[src/design/pe_array_config.svh]
`ifndef PE_ARRAY_CONFIG_SVH
`define PE_ARRAY_CONFIG_SVH

// Operand width of weights and activations
`define PA_DATA_WIDTH 16

// Accumulator and result width
`define PA_ACC_WIDTH 40

// Columns in one row
`define PA_NUM_COL 4

// Command queue entries
`define PA_FIFO_DEPTH 8

`endif

[src/design/pe_array_pkg.sv]
`default_nettype none
`include "pe_array_config.svh"

package pe_array_pkg;

    //////////////////////////////////////////////////
    // Width types
    //////////////////////////////////////////////////

    // One operand word
    typedef logic signed [`PA_DATA_WIDTH-1:0] data_t;

    // Accumulator and row result
    typedef logic signed [`PA_ACC_WIDTH-1:0] acc_t;

    // Column tag, one value per column
    typedef logic [$clog2(`PA_NUM_COL)-1:0] tag_t;

    // Command opcode
    typedef logic [1:0] op_t;

    //////////////////////////////////////////////////
    // Opcodes
    //////////////////////////////////////////////////

    localparam op_t OP_LOAD_W = 2'd0;
    localparam op_t OP_MAC    = 2'd1;
    localparam op_t OP_READ   = 2'd2;

    // Broadcast command word
    typedef struct packed {
        op_t   op;
        tag_t  tag;
        data_t data;
    } bus_word_t;

endpackage

`default_nettype wire

[src/design/cmd_fifo.sv]
`default_nettype none
`include "pe_array_config.svh"

module cmd_fifo import pe_array_pkg::*; (
    input  wire            clk,
    input  wire            rstn,
    input  wire            push,
    input  wire bus_word_t wr_word,
    input  wire            pop,
    output bus_word_t      head,
    output logic           not_empty,
    output logic           full
);

    localparam int DEPTH = `PA_FIFO_DEPTH;
    localparam int PTR_W = (DEPTH > 1) ? $clog2(DEPTH) : 1;
    localparam int CNT_W = $clog2(DEPTH + 1);

    bus_word_t        mem [DEPTH];
    logic [PTR_W-1:0] wr_ptr;
    logic [PTR_W-1:0] rd_ptr;
    logic [CNT_W-1:0] count;
    logic             do_push;
    logic             do_pop;

    // Wrap a pointer at the last entry
    function automatic logic [PTR_W-1:0] ptr_next(input logic [PTR_W-1:0] ptr);
        logic [PTR_W-1:0] nxt;
        if (ptr == PTR_W'(DEPTH - 1)) begin
            nxt = '0;
        end else begin
            nxt = ptr + 1'b1;
        end
        return nxt;
    endfunction

    // Push while full is dropped
    assign do_push = push && !full;
    assign do_pop  = pop && not_empty;

    //////////////////////////////////////////////////
    // Storage and pointers
    //////////////////////////////////////////////////

    always_ff @(posedge clk) begin
        if (do_push) begin
            mem[wr_ptr] <= wr_word;
        end
    end

    always_ff @(posedge clk or negedge rstn) begin
        if (!rstn) begin
            wr_ptr <= '0;
            rd_ptr <= '0;
            count  <= '0;
        end else begin
            if (do_push) begin
                wr_ptr <= ptr_next(wr_ptr);
            end
            if (do_pop) begin
                rd_ptr <= ptr_next(rd_ptr);
            end
            // Occupancy follows push and pop together
            case ({do_push, do_pop})
                2'b10:   count <= count + 1'b1;
                2'b01:   count <= count - 1'b1;
                default: count <= count;
            endcase
        end
    end

    // Oldest entry
    assign head      = mem[rd_ptr];
    assign not_empty = (count != '0);
    assign full      = (count == CNT_W'(DEPTH));

endmodule

`default_nettype wire

[src/design/cmd_dispatch.sv]
`default_nettype none
`include "pe_array_config.svh"

module cmd_dispatch import pe_array_pkg::*; (
    input  wire            clk,
    input  wire            rstn,
    // Queue side
    input  wire bus_word_t head,
    input  wire            not_empty,
    output logic           pop,
    // Broadcast bus side
    output bus_word_t      bus_word,
    output logic           bus_en,
    input  wire            bus_ready,
    input  wire            col_valid,
    input  wire acc_t      col_data,
    // Row result
    output logic           res_valid,
    output acc_t           res_data
);

    //////////////////////////////////////////////////
    // Command issue
    //////////////////////////////////////////////////

    // Bus is valid whenever the queue holds a command
    assign bus_en = not_empty;

    // Head word goes to every caster as is
    assign bus_word = head;

    // Acceptance cycle
    // Matched column is ready while the head is on the bus
    assign pop = not_empty && bus_ready;

    //////////////////////////////////////////////////
    // Reply collection
    //////////////////////////////////////////////////

    // Valid lasts one cycle per collected reply
    always_ff @(posedge clk or negedge rstn) begin
        if (!rstn) begin
            res_valid <= 1'b0;
        end else begin
            res_valid <= col_valid;
        end
    end

    // Column data is already zero when no column replies
    always_ff @(posedge clk) begin
        res_data <= col_data;
    end

endmodule

`default_nettype wire

[src/design/pe_caster.sv]
`default_nettype none
`include "pe_array_config.svh"

module pe_caster import pe_array_pkg::*; (
    input  wire            clk,
    input  wire            rstn,
    // Tag shift chain
    input  wire            cfg_shift,
    input  wire tag_t      tag_in,
    output tag_t           tag_out,
    // Broadcast bus
    input  wire bus_word_t bus_word,
    input  wire            bus_en,
    output logic           hit_ready,
    output logic           hit_valid,
    output acc_t           hit_data,
    // PE side
    output logic           pe_en,
    output op_t            pe_op,
    output data_t          pe_data,
    input  wire            pe_ready,
    input  wire            pe_res_valid,
    input  wire acc_t      pe_res_data
);

    tag_t col_tag;
    logic key_match;
    logic read_hit;

    //////////////////////////////////////////////////
    // Column tag
    //////////////////////////////////////////////////

    // Shift register stage of the tag chain
    always_ff @(posedge clk or negedge rstn) begin
        if (!rstn) begin
            col_tag <= '0;
        end else if (cfg_shift) begin
            col_tag <= tag_in;
        end
    end

    assign tag_out = col_tag;

    //////////////////////////////////////////////////
    // Key and lock
    //////////////////////////////////////////////////

    // Lock opens on a valid bus word carrying this column's tag
    assign key_match = bus_en && (bus_word.tag == col_tag);
    assign hit_ready = key_match && pe_ready;
    assign pe_en     = key_match && pe_ready;

    // Operands reach the PE only through an open lock
    assign pe_op   = pe_en ? bus_word.op : '0;
    assign pe_data = pe_en ? bus_word.data : '0;

    // Remember a READ accepted here
    // A tag reshift before the reply must not redirect it
    always_ff @(posedge clk or negedge rstn) begin
        if (!rstn) begin
            read_hit <= 1'b0;
        end else begin
            read_hit <= pe_en && (bus_word.op == OP_READ);
        end
    end

    // Reply goes on the shared lines only for this column's READ
    assign hit_valid = pe_res_valid && read_hit;
    assign hit_data  = hit_valid ? pe_res_data : '0;

endmodule

`default_nettype wire

[src/design/pe_mac.sv]
`default_nettype none
`include "pe_array_config.svh"

module pe_mac import pe_array_pkg::*; (
    input  wire        clk,
    input  wire        rstn,
    input  wire        en,
    input  wire op_t   op,
    input  wire data_t data,
    output logic       ready,
    output logic       res_valid,
    output acc_t       res_data
);

    data_t weight;
    acc_t  prod;
    logic  prod_pending;
    acc_t  acc;
    logic  accept_load;
    logic  accept_mac;
    logic  accept_read;

    // Busy for one cycle after a MAC
    assign ready = !prod_pending;

    // Decode accepted command
    assign accept_load = en && ready && (op == OP_LOAD_W);
    assign accept_mac  = en && ready && (op == OP_MAC);
    assign accept_read = en && ready && (op == OP_READ);

    //////////////////////////////////////////////////
    // Weight register
    //////////////////////////////////////////////////

    always_ff @(posedge clk or negedge rstn) begin
        if (!rstn) begin
            weight <= '0;
        end else if (accept_load) begin
            weight <= data;
        end
    end

    //////////////////////////////////////////////////
    // Stage 1 product
    //////////////////////////////////////////////////

    // Signed operands extend to accumulator width
    always_ff @(posedge clk) begin
        if (accept_mac) begin
            prod <= data * weight;
        end
    end

    always_ff @(posedge clk or negedge rstn) begin
        if (!rstn) begin
            prod_pending <= 1'b0;
        end else begin
            prod_pending <= accept_mac;
        end
    end

    //////////////////////////////////////////////////
    // Stage 2 accumulate and read-and-clear
    //////////////////////////////////////////////////

    // Sum wraps at accumulator width
    // READ cannot arrive while a product is pending
    always_ff @(posedge clk or negedge rstn) begin
        if (!rstn) begin
            acc <= '0;
        end else if (prod_pending) begin
            acc <= acc + prod;
        end else if (accept_read) begin
            acc <= '0;
        end
    end

    // Result pulse one cycle after READ acceptance
    always_ff @(posedge clk or negedge rstn) begin
        if (!rstn) begin
            res_valid <= 1'b0;
        end else begin
            res_valid <= accept_read;
        end
    end

    // Accumulator value captured as it clears
    always_ff @(posedge clk) begin
        if (accept_read) begin
            res_data <= acc;
        end
    end

endmodule

`default_nettype wire

[src/design/pe_row.sv]
`default_nettype none
`include "pe_array_config.svh"

module pe_row import pe_array_pkg::*; (
    input  wire            clk,
    input  wire            rstn,
    // Tag configuration
    input  wire            cfg_shift,
    input  wire tag_t      cfg_tag,
    // Host commands
    input  wire            cmd_push,
    input  wire bus_word_t cmd,
    output logic           cmd_full,
    // Row result
    output logic           res_valid,
    output acc_t           res_data
);

    localparam int NCOL = `PA_NUM_COL;

    bus_word_t       fifo_head;
    logic            fifo_not_empty;
    logic            fifo_pop;
    bus_word_t       bus_word;
    logic            bus_en;
    logic            bus_ready;
    logic            col_valid;
    acc_t            col_data;
    tag_t            tag_link [NCOL+1];
    logic [NCOL-1:0] hit_ready;
    logic [NCOL-1:0] hit_valid;
    acc_t            hit_data [NCOL];

    //////////////////////////////////////////////////
    // Queue and dispatcher
    //////////////////////////////////////////////////

    cmd_fifo u_fifo (
        .clk       (clk),
        .rstn      (rstn),
        .push      (cmd_push),
        .wr_word   (cmd),
        .pop       (fifo_pop),
        .head      (fifo_head),
        .not_empty (fifo_not_empty),
        .full      (cmd_full)
    );

    cmd_dispatch u_dispatch (
        .clk       (clk),
        .rstn      (rstn),
        .head      (fifo_head),
        .not_empty (fifo_not_empty),
        .pop       (fifo_pop),
        .bus_word  (bus_word),
        .bus_en    (bus_en),
        .bus_ready (bus_ready),
        .col_valid (col_valid),
        .col_data  (col_data),
        .res_valid (res_valid),
        .res_data  (res_data)
    );

    //////////////////////////////////////////////////
    // Columns
    //////////////////////////////////////////////////

    // Tag chain enters at column 0
    assign tag_link[0] = cfg_tag;

    for (genvar k = 0; k < NCOL; k++) begin : g_col
        logic  pe_en;
        op_t   pe_op;
        data_t pe_data;
        logic  pe_ready;
        logic  pe_res_valid;
        acc_t  pe_res_data;

        pe_caster u_caster (
            .clk          (clk),
            .rstn         (rstn),
            .cfg_shift    (cfg_shift),
            .tag_in       (tag_link[k]),
            .tag_out      (tag_link[k+1]),
            .bus_word     (bus_word),
            .bus_en       (bus_en),
            .hit_ready    (hit_ready[k]),
            .hit_valid    (hit_valid[k]),
            .hit_data     (hit_data[k]),
            .pe_en        (pe_en),
            .pe_op        (pe_op),
            .pe_data      (pe_data),
            .pe_ready     (pe_ready),
            .pe_res_valid (pe_res_valid),
            .pe_res_data  (pe_res_data)
        );

        pe_mac u_pe (
            .clk       (clk),
            .rstn      (rstn),
            .en        (pe_en),
            .op        (pe_op),
            .data      (pe_data),
            .ready     (pe_ready),
            .res_valid (pe_res_valid),
            .res_data  (pe_res_data)
        );
    end

    // Wired-OR of column replies
    // At most one lock is open per cycle
    assign bus_ready = |hit_ready;
    assign col_valid = |hit_valid;

    always_comb begin
        col_data = '0;
        for (int k = 0; k < NCOL; k++) begin
            col_data = col_data | hit_data[k];
        end
    end

endmodule

`default_nettype wire

[config.mk]
export PLATFORM = sky130hd
export DESIGN_NAME = pe_row
export DESIGN_NICKNAME = d
export VERILOG_FILES = /design/src/design/pe_array_pkg.sv /design/src/design/cmd_fifo.sv /design/src/design/cmd_dispatch.sv /design/src/design/pe_caster.sv /design/src/design/pe_mac.sv /design/src/design/pe_row.sv
export VERILOG_INCLUDE_DIRS = /design/src /design/src/design
export SDC_FILE = /design/constraint.sdc
export NUM_CORES = 2
export LEC_CHECK = 0
export BUFFER_PORTS_ARGS = -buffer_cell sky130_fd_sc_hd__clkbuf_2
export CORE_MARGIN = 3
export CORE_UTILIZATION = 45
export DETAILED_ROUTE_END_ITERATION = 10
export GPL_ROUTABILITY_DRIVEN = 0
export PLACE_DENSITY = 0.72
export SYNTH_ARGS = -nofsm -noshare
export SYNTH_HDL_FRONTEND = slang
export SYNTH_SLANG_ARGS = --single-unit
[constraint.sdc]
create_clock -name clk -period 11.7 [get_ports clk]
set_clock_uncertainty 0.15 [all_clocks]
set_input_delay 1.755 -clock clk [delete_from_list [all_inputs] [get_ports clk]]
set_output_delay 1.755 -clock clk [all_outputs]
set_load 0.005 [all_outputs]
==> metrics <==
count of unresolved DRC violations after routing 0; worst min-delay path category flop to flop; number of resized instances in the post-cts repair step 0; crit path DAT 9820 ps; Clock transition at path regs 60 ps; total negative slack 0 ps; starting utilization of the core area 0.456; Overall Global Routing Usage 0.221; total via count after detailed routing 50711; proportion of synthesized flip-flops having asynchronous set or reset 0.343; Layout fillers 14448; overall die height 410 um; per-instance average area after synthesis 10.3 um^2; Post-CTS Hold Buffers 0; total routed wirelength 183 mm; number of instances in the placed design between 9000 and 10000; first-pass GRT wire length 295 mm; clock latency on the worst-skew pair 690 ps; pin count of the biggest net entering global routing 86; status completed; Setup crit end kind flop; via-per-instance ratio 5.46; worst setup slack for register-to-register paths 2120 ps; number of hold violations in the final report 0; CP Data Required Time 11940 ps; max-slew violation total from the final report 0; startpoint type of the worst setup path flop; detailed-routing iteration count for the pre-antenna-repair pass 6; leading cell types in the layout, fill and taps excluded sky130_fd_sc_hd__inv_1 (1192), sky130_fd_sc_hd__fa_1 (1053), sky130_fd_sc_hd__nand2_1 (825); Clock Tree Buf Depth 3; count of flip-flops with a built-in enable after synthesis about 450; fraction of layout instances using a drive strength above 1 0.0597; number of standard cells in the layout, taps in and fillers out 9290; shortest period the worst path allows 9580 ps; final period utilization 0.818; number of rows in the core area 147; biggest cell delay along the critical path 1180 ps; number of sinks handled by clock tree synthesis 743; Critical Path Slowest Stage Cell sky130_fd_sc_hd__nor2_1; count of final setup violators 0; number of buffers inserted during clock tree synthesis 80; setup repair after global routing missed its margin false; Post-Syn Nets 8689; Die W 410 um; initial drt markers 4276; depth of the worst register-to-register path 26; # H-tree levels 3; number of flip-flops and latches in the synthesized netlist approximately 740; overall overflow remaining after global route 0; max capacitance violation total 0; initial antenna violation count 9; CTS tree built; actual transition at the worst max-transition pin 1350 ps; DR WL/cell between 15 and 20 um; area of the die 0.168 mm^2; upper clock frequency limit 0.104 GHz; most area-consuming cells after synthesis sky130_fd_sc_hd__fa_1 (29%), sky130_fd_sc_hd__edfxtp_1 (18%), sky130_fd_sc_hd__dfrtp_1 (8.7%); flip-flop cell with the highest count after synthesis sky130_fd_sc_hd__edfxtp_1; most common library cell in the layout ignoring fill and taps sky130_fd_sc_hd__inv_1; area share of the leading cell type in the synthesized netlist 0.287; post-detailed-placement half-perimeter wirelength approximately 140 mm; Synth warnings 0; Distinct cells, synth 87; Gate Count Post-Synth between 7000 and 8000; area of the core 0.161 mm^2; Syn Std Cell Area 0.0736 mm^2; most frequent cell on the critical path sky130_fd_sc_hd__fa_1; reg2reg end g_col[0].u_pe.prod[30]; Boundary Pins 68; number of nets still failing antenna checks after routing 0; via count of the first global-routing pass 53161; Post-CTS Setup Bufs 0; share of synthesized area occupied by flip-flops and latches 0.280; critical path type flop to flop; worst-path maximum fanout 24; number of nets in the layout 8636; area added between synthesis and finish 6.91%; antenna fix cells 0; library cell with the largest summed area after synthesis sky130_fd_sc_hd__fa_1; critical path startpoint u_fifo.rd_ptr[0]; IO Port Bufs 67; buffer cell driving the clock tree root sky130_fd_sc_hd__clkbuf_16; worst setup path end g_col[0].u_pe.prod[30]; tightest slew margin relative to the limit 0.0938; start of the worst register-to-register path u_fifo.rd_ptr[0]
worst min path at each step:
| stage | from | slack, ps | end | depth (start not counted) |
|---|---|---|---|---|
| 6_report | g_col[3].u_pe.acc[0] | 300 | g_col[3].u_pe.res_data[0] | 0 |
| 5_1_grt | g_col[3].u_pe.acc[0] | 310 | g_col[3].u_pe.res_data[0] | 0 |
| 4_1_cts | g_col[2].u_pe.res_data[10] | 310 | u_dispatch.res_data[10] | 2 |
| 3_5_place_dp | g_col[2].u_pe.res_data[10] | 300 | u_dispatch.res_data[10] | 2 |
| 3_3_place_gp | g_col[2].u_pe.res_data[13] | 300 | u_dispatch.res_data[13] | 2 |
| 2_1_floorplan | g_col[2].u_pe.res_data[0] | 280 | u_dispatch.res_data[0] | 2 |
worst max-delay path: cells and delay by family, from the launching register on:
family,cells,cell delay [ps]
AOI/OAI and AO/OA,6,1250
and+or+nand+nor,6,2890
muxes,2,810
buffers and inverters,3,140
DFF,1,440
adders and majority gates,7,3450
xor gates and xnor gates,2,170
flip-flops by register name, indices dropped and copies added, names as in the netlist:
signal                   cells
u_fifo.mem                 160
u_dispatch.res_valid         1
u_fifo.wr_ptr                3
g_col.u_pe.res_valid         4
g_col.u_pe.res_data        160
g_col.u_caster.tag_out       8
u_dispatch.res_data         40
g_col.u_pe.acc             160
g_col.u_pe.prod_pending      4
g_col.u_caster.read_hit      4
g_col.u_pe.prod            128
u_fifo.count                 4
u_fifo.rd_ptr                3
g_col.u_pe.weight           64
metrics by stage:
| step | setup WS, ps | area, um^2 | hold slack (ps) | util |
|---|---|---|---|---|
| after floorplan | 3300 | 73600 | 282 | - |
| after global placement | 2480 | 76100 | 298 | 0.471 |
| after detailed placement | 2270 | 76100 | 296 | 0.471 |
| after CTS | 2220 | 78700 | 310 | 0.487 |
| after global routing | 1640 | 78700 | 315 | 0.487 |
| final | 2120 | 78700 | 304 | 0.487 |
kinds of logic after synthesis:
family,count (synthesis),share of synthesized area
buffers and inverters,1469,0.0774
XOR/XNOR,282,0.0336
AO/OA/AOI/OAI,1029,0.0897
adder cells (fa/ha/maj),1544,0.370
AND/OR/NAND/NOR,1958,0.129
multiplexers,94,0.0203
flip-flops,743,0.280
per-layer routing:
layer | up-vias | GRT usage | wire (um)
met5 | - | 0 | 112
met4 | 14 | 0.0623 | 5480
met3 | 344 | 0.0568 | 18000
met2 | 2051 | 0.347 | 82100
met1 | 25474 | 0.304 | 76800
li1 | 22828 | - | -
synthesized netlist by cell type, types with 35 or more instances:
cell and instances:
sky130_fd_sc_hd__nor3_1 54, sky130_fd_sc_hd__nor2b_1 37, sky130_fd_sc_hd__nand3_1 61, sky130_fd_sc_hd__xnor2_1 202
sky130_fd_sc_hd__nand2_1 825, sky130_fd_sc_hd__clkbuf_1 158, sky130_fd_sc_hd__fa_1 1053, sky130_fd_sc_hd__a21oi_1 283
sky130_fd_sc_hd__a22o_1 35, sky130_fd_sc_hd__dfrtp_1 255, sky130_fd_sc_hd__dfxtp_1 40, sky130_fd_sc_hd__a21o_1 133
sky130_fd_sc_hd__buf_2 87, sky130_fd_sc_hd__inv_1 1192, sky130_fd_sc_hd__a22oi_1 82, sky130_fd_sc_hd__o21a_1 39
sky130_fd_sc_hd__edfxtp_1 448, sky130_fd_sc_hd__mux4_2 40, sky130_fd_sc_hd__and2_1 510, sky130_fd_sc_hd__ha_1 491
sky130_fd_sc_hd__nor2_2 40, sky130_fd_sc_hd__xor2_1 80, sky130_fd_sc_hd__o21ai_0 226, sky130_fd_sc_hd__nand2b_1 39
sky130_fd_sc_hd__o21bai_1 38, sky130_fd_sc_hd__nor2_1 271
final cells by class:
type | count | area (um^2) | area share
clock buffer | 110 | 2220 | 0.0282
clock inverter | 36 | 390 | 0.00496
inverter | 1196 | 4490 | 0.0571
multi-input combinational | 4907 | 47300 | 0.602
sequential | 743 | 20600 | 0.262
tap | 2160 | 2700 | 0.0344
timing repair buffer | 138 | 878 | 0.0112
Power is not shown: default switching activity piles up to over one toggle a cycle in this logic, so the estimate is an artifact.
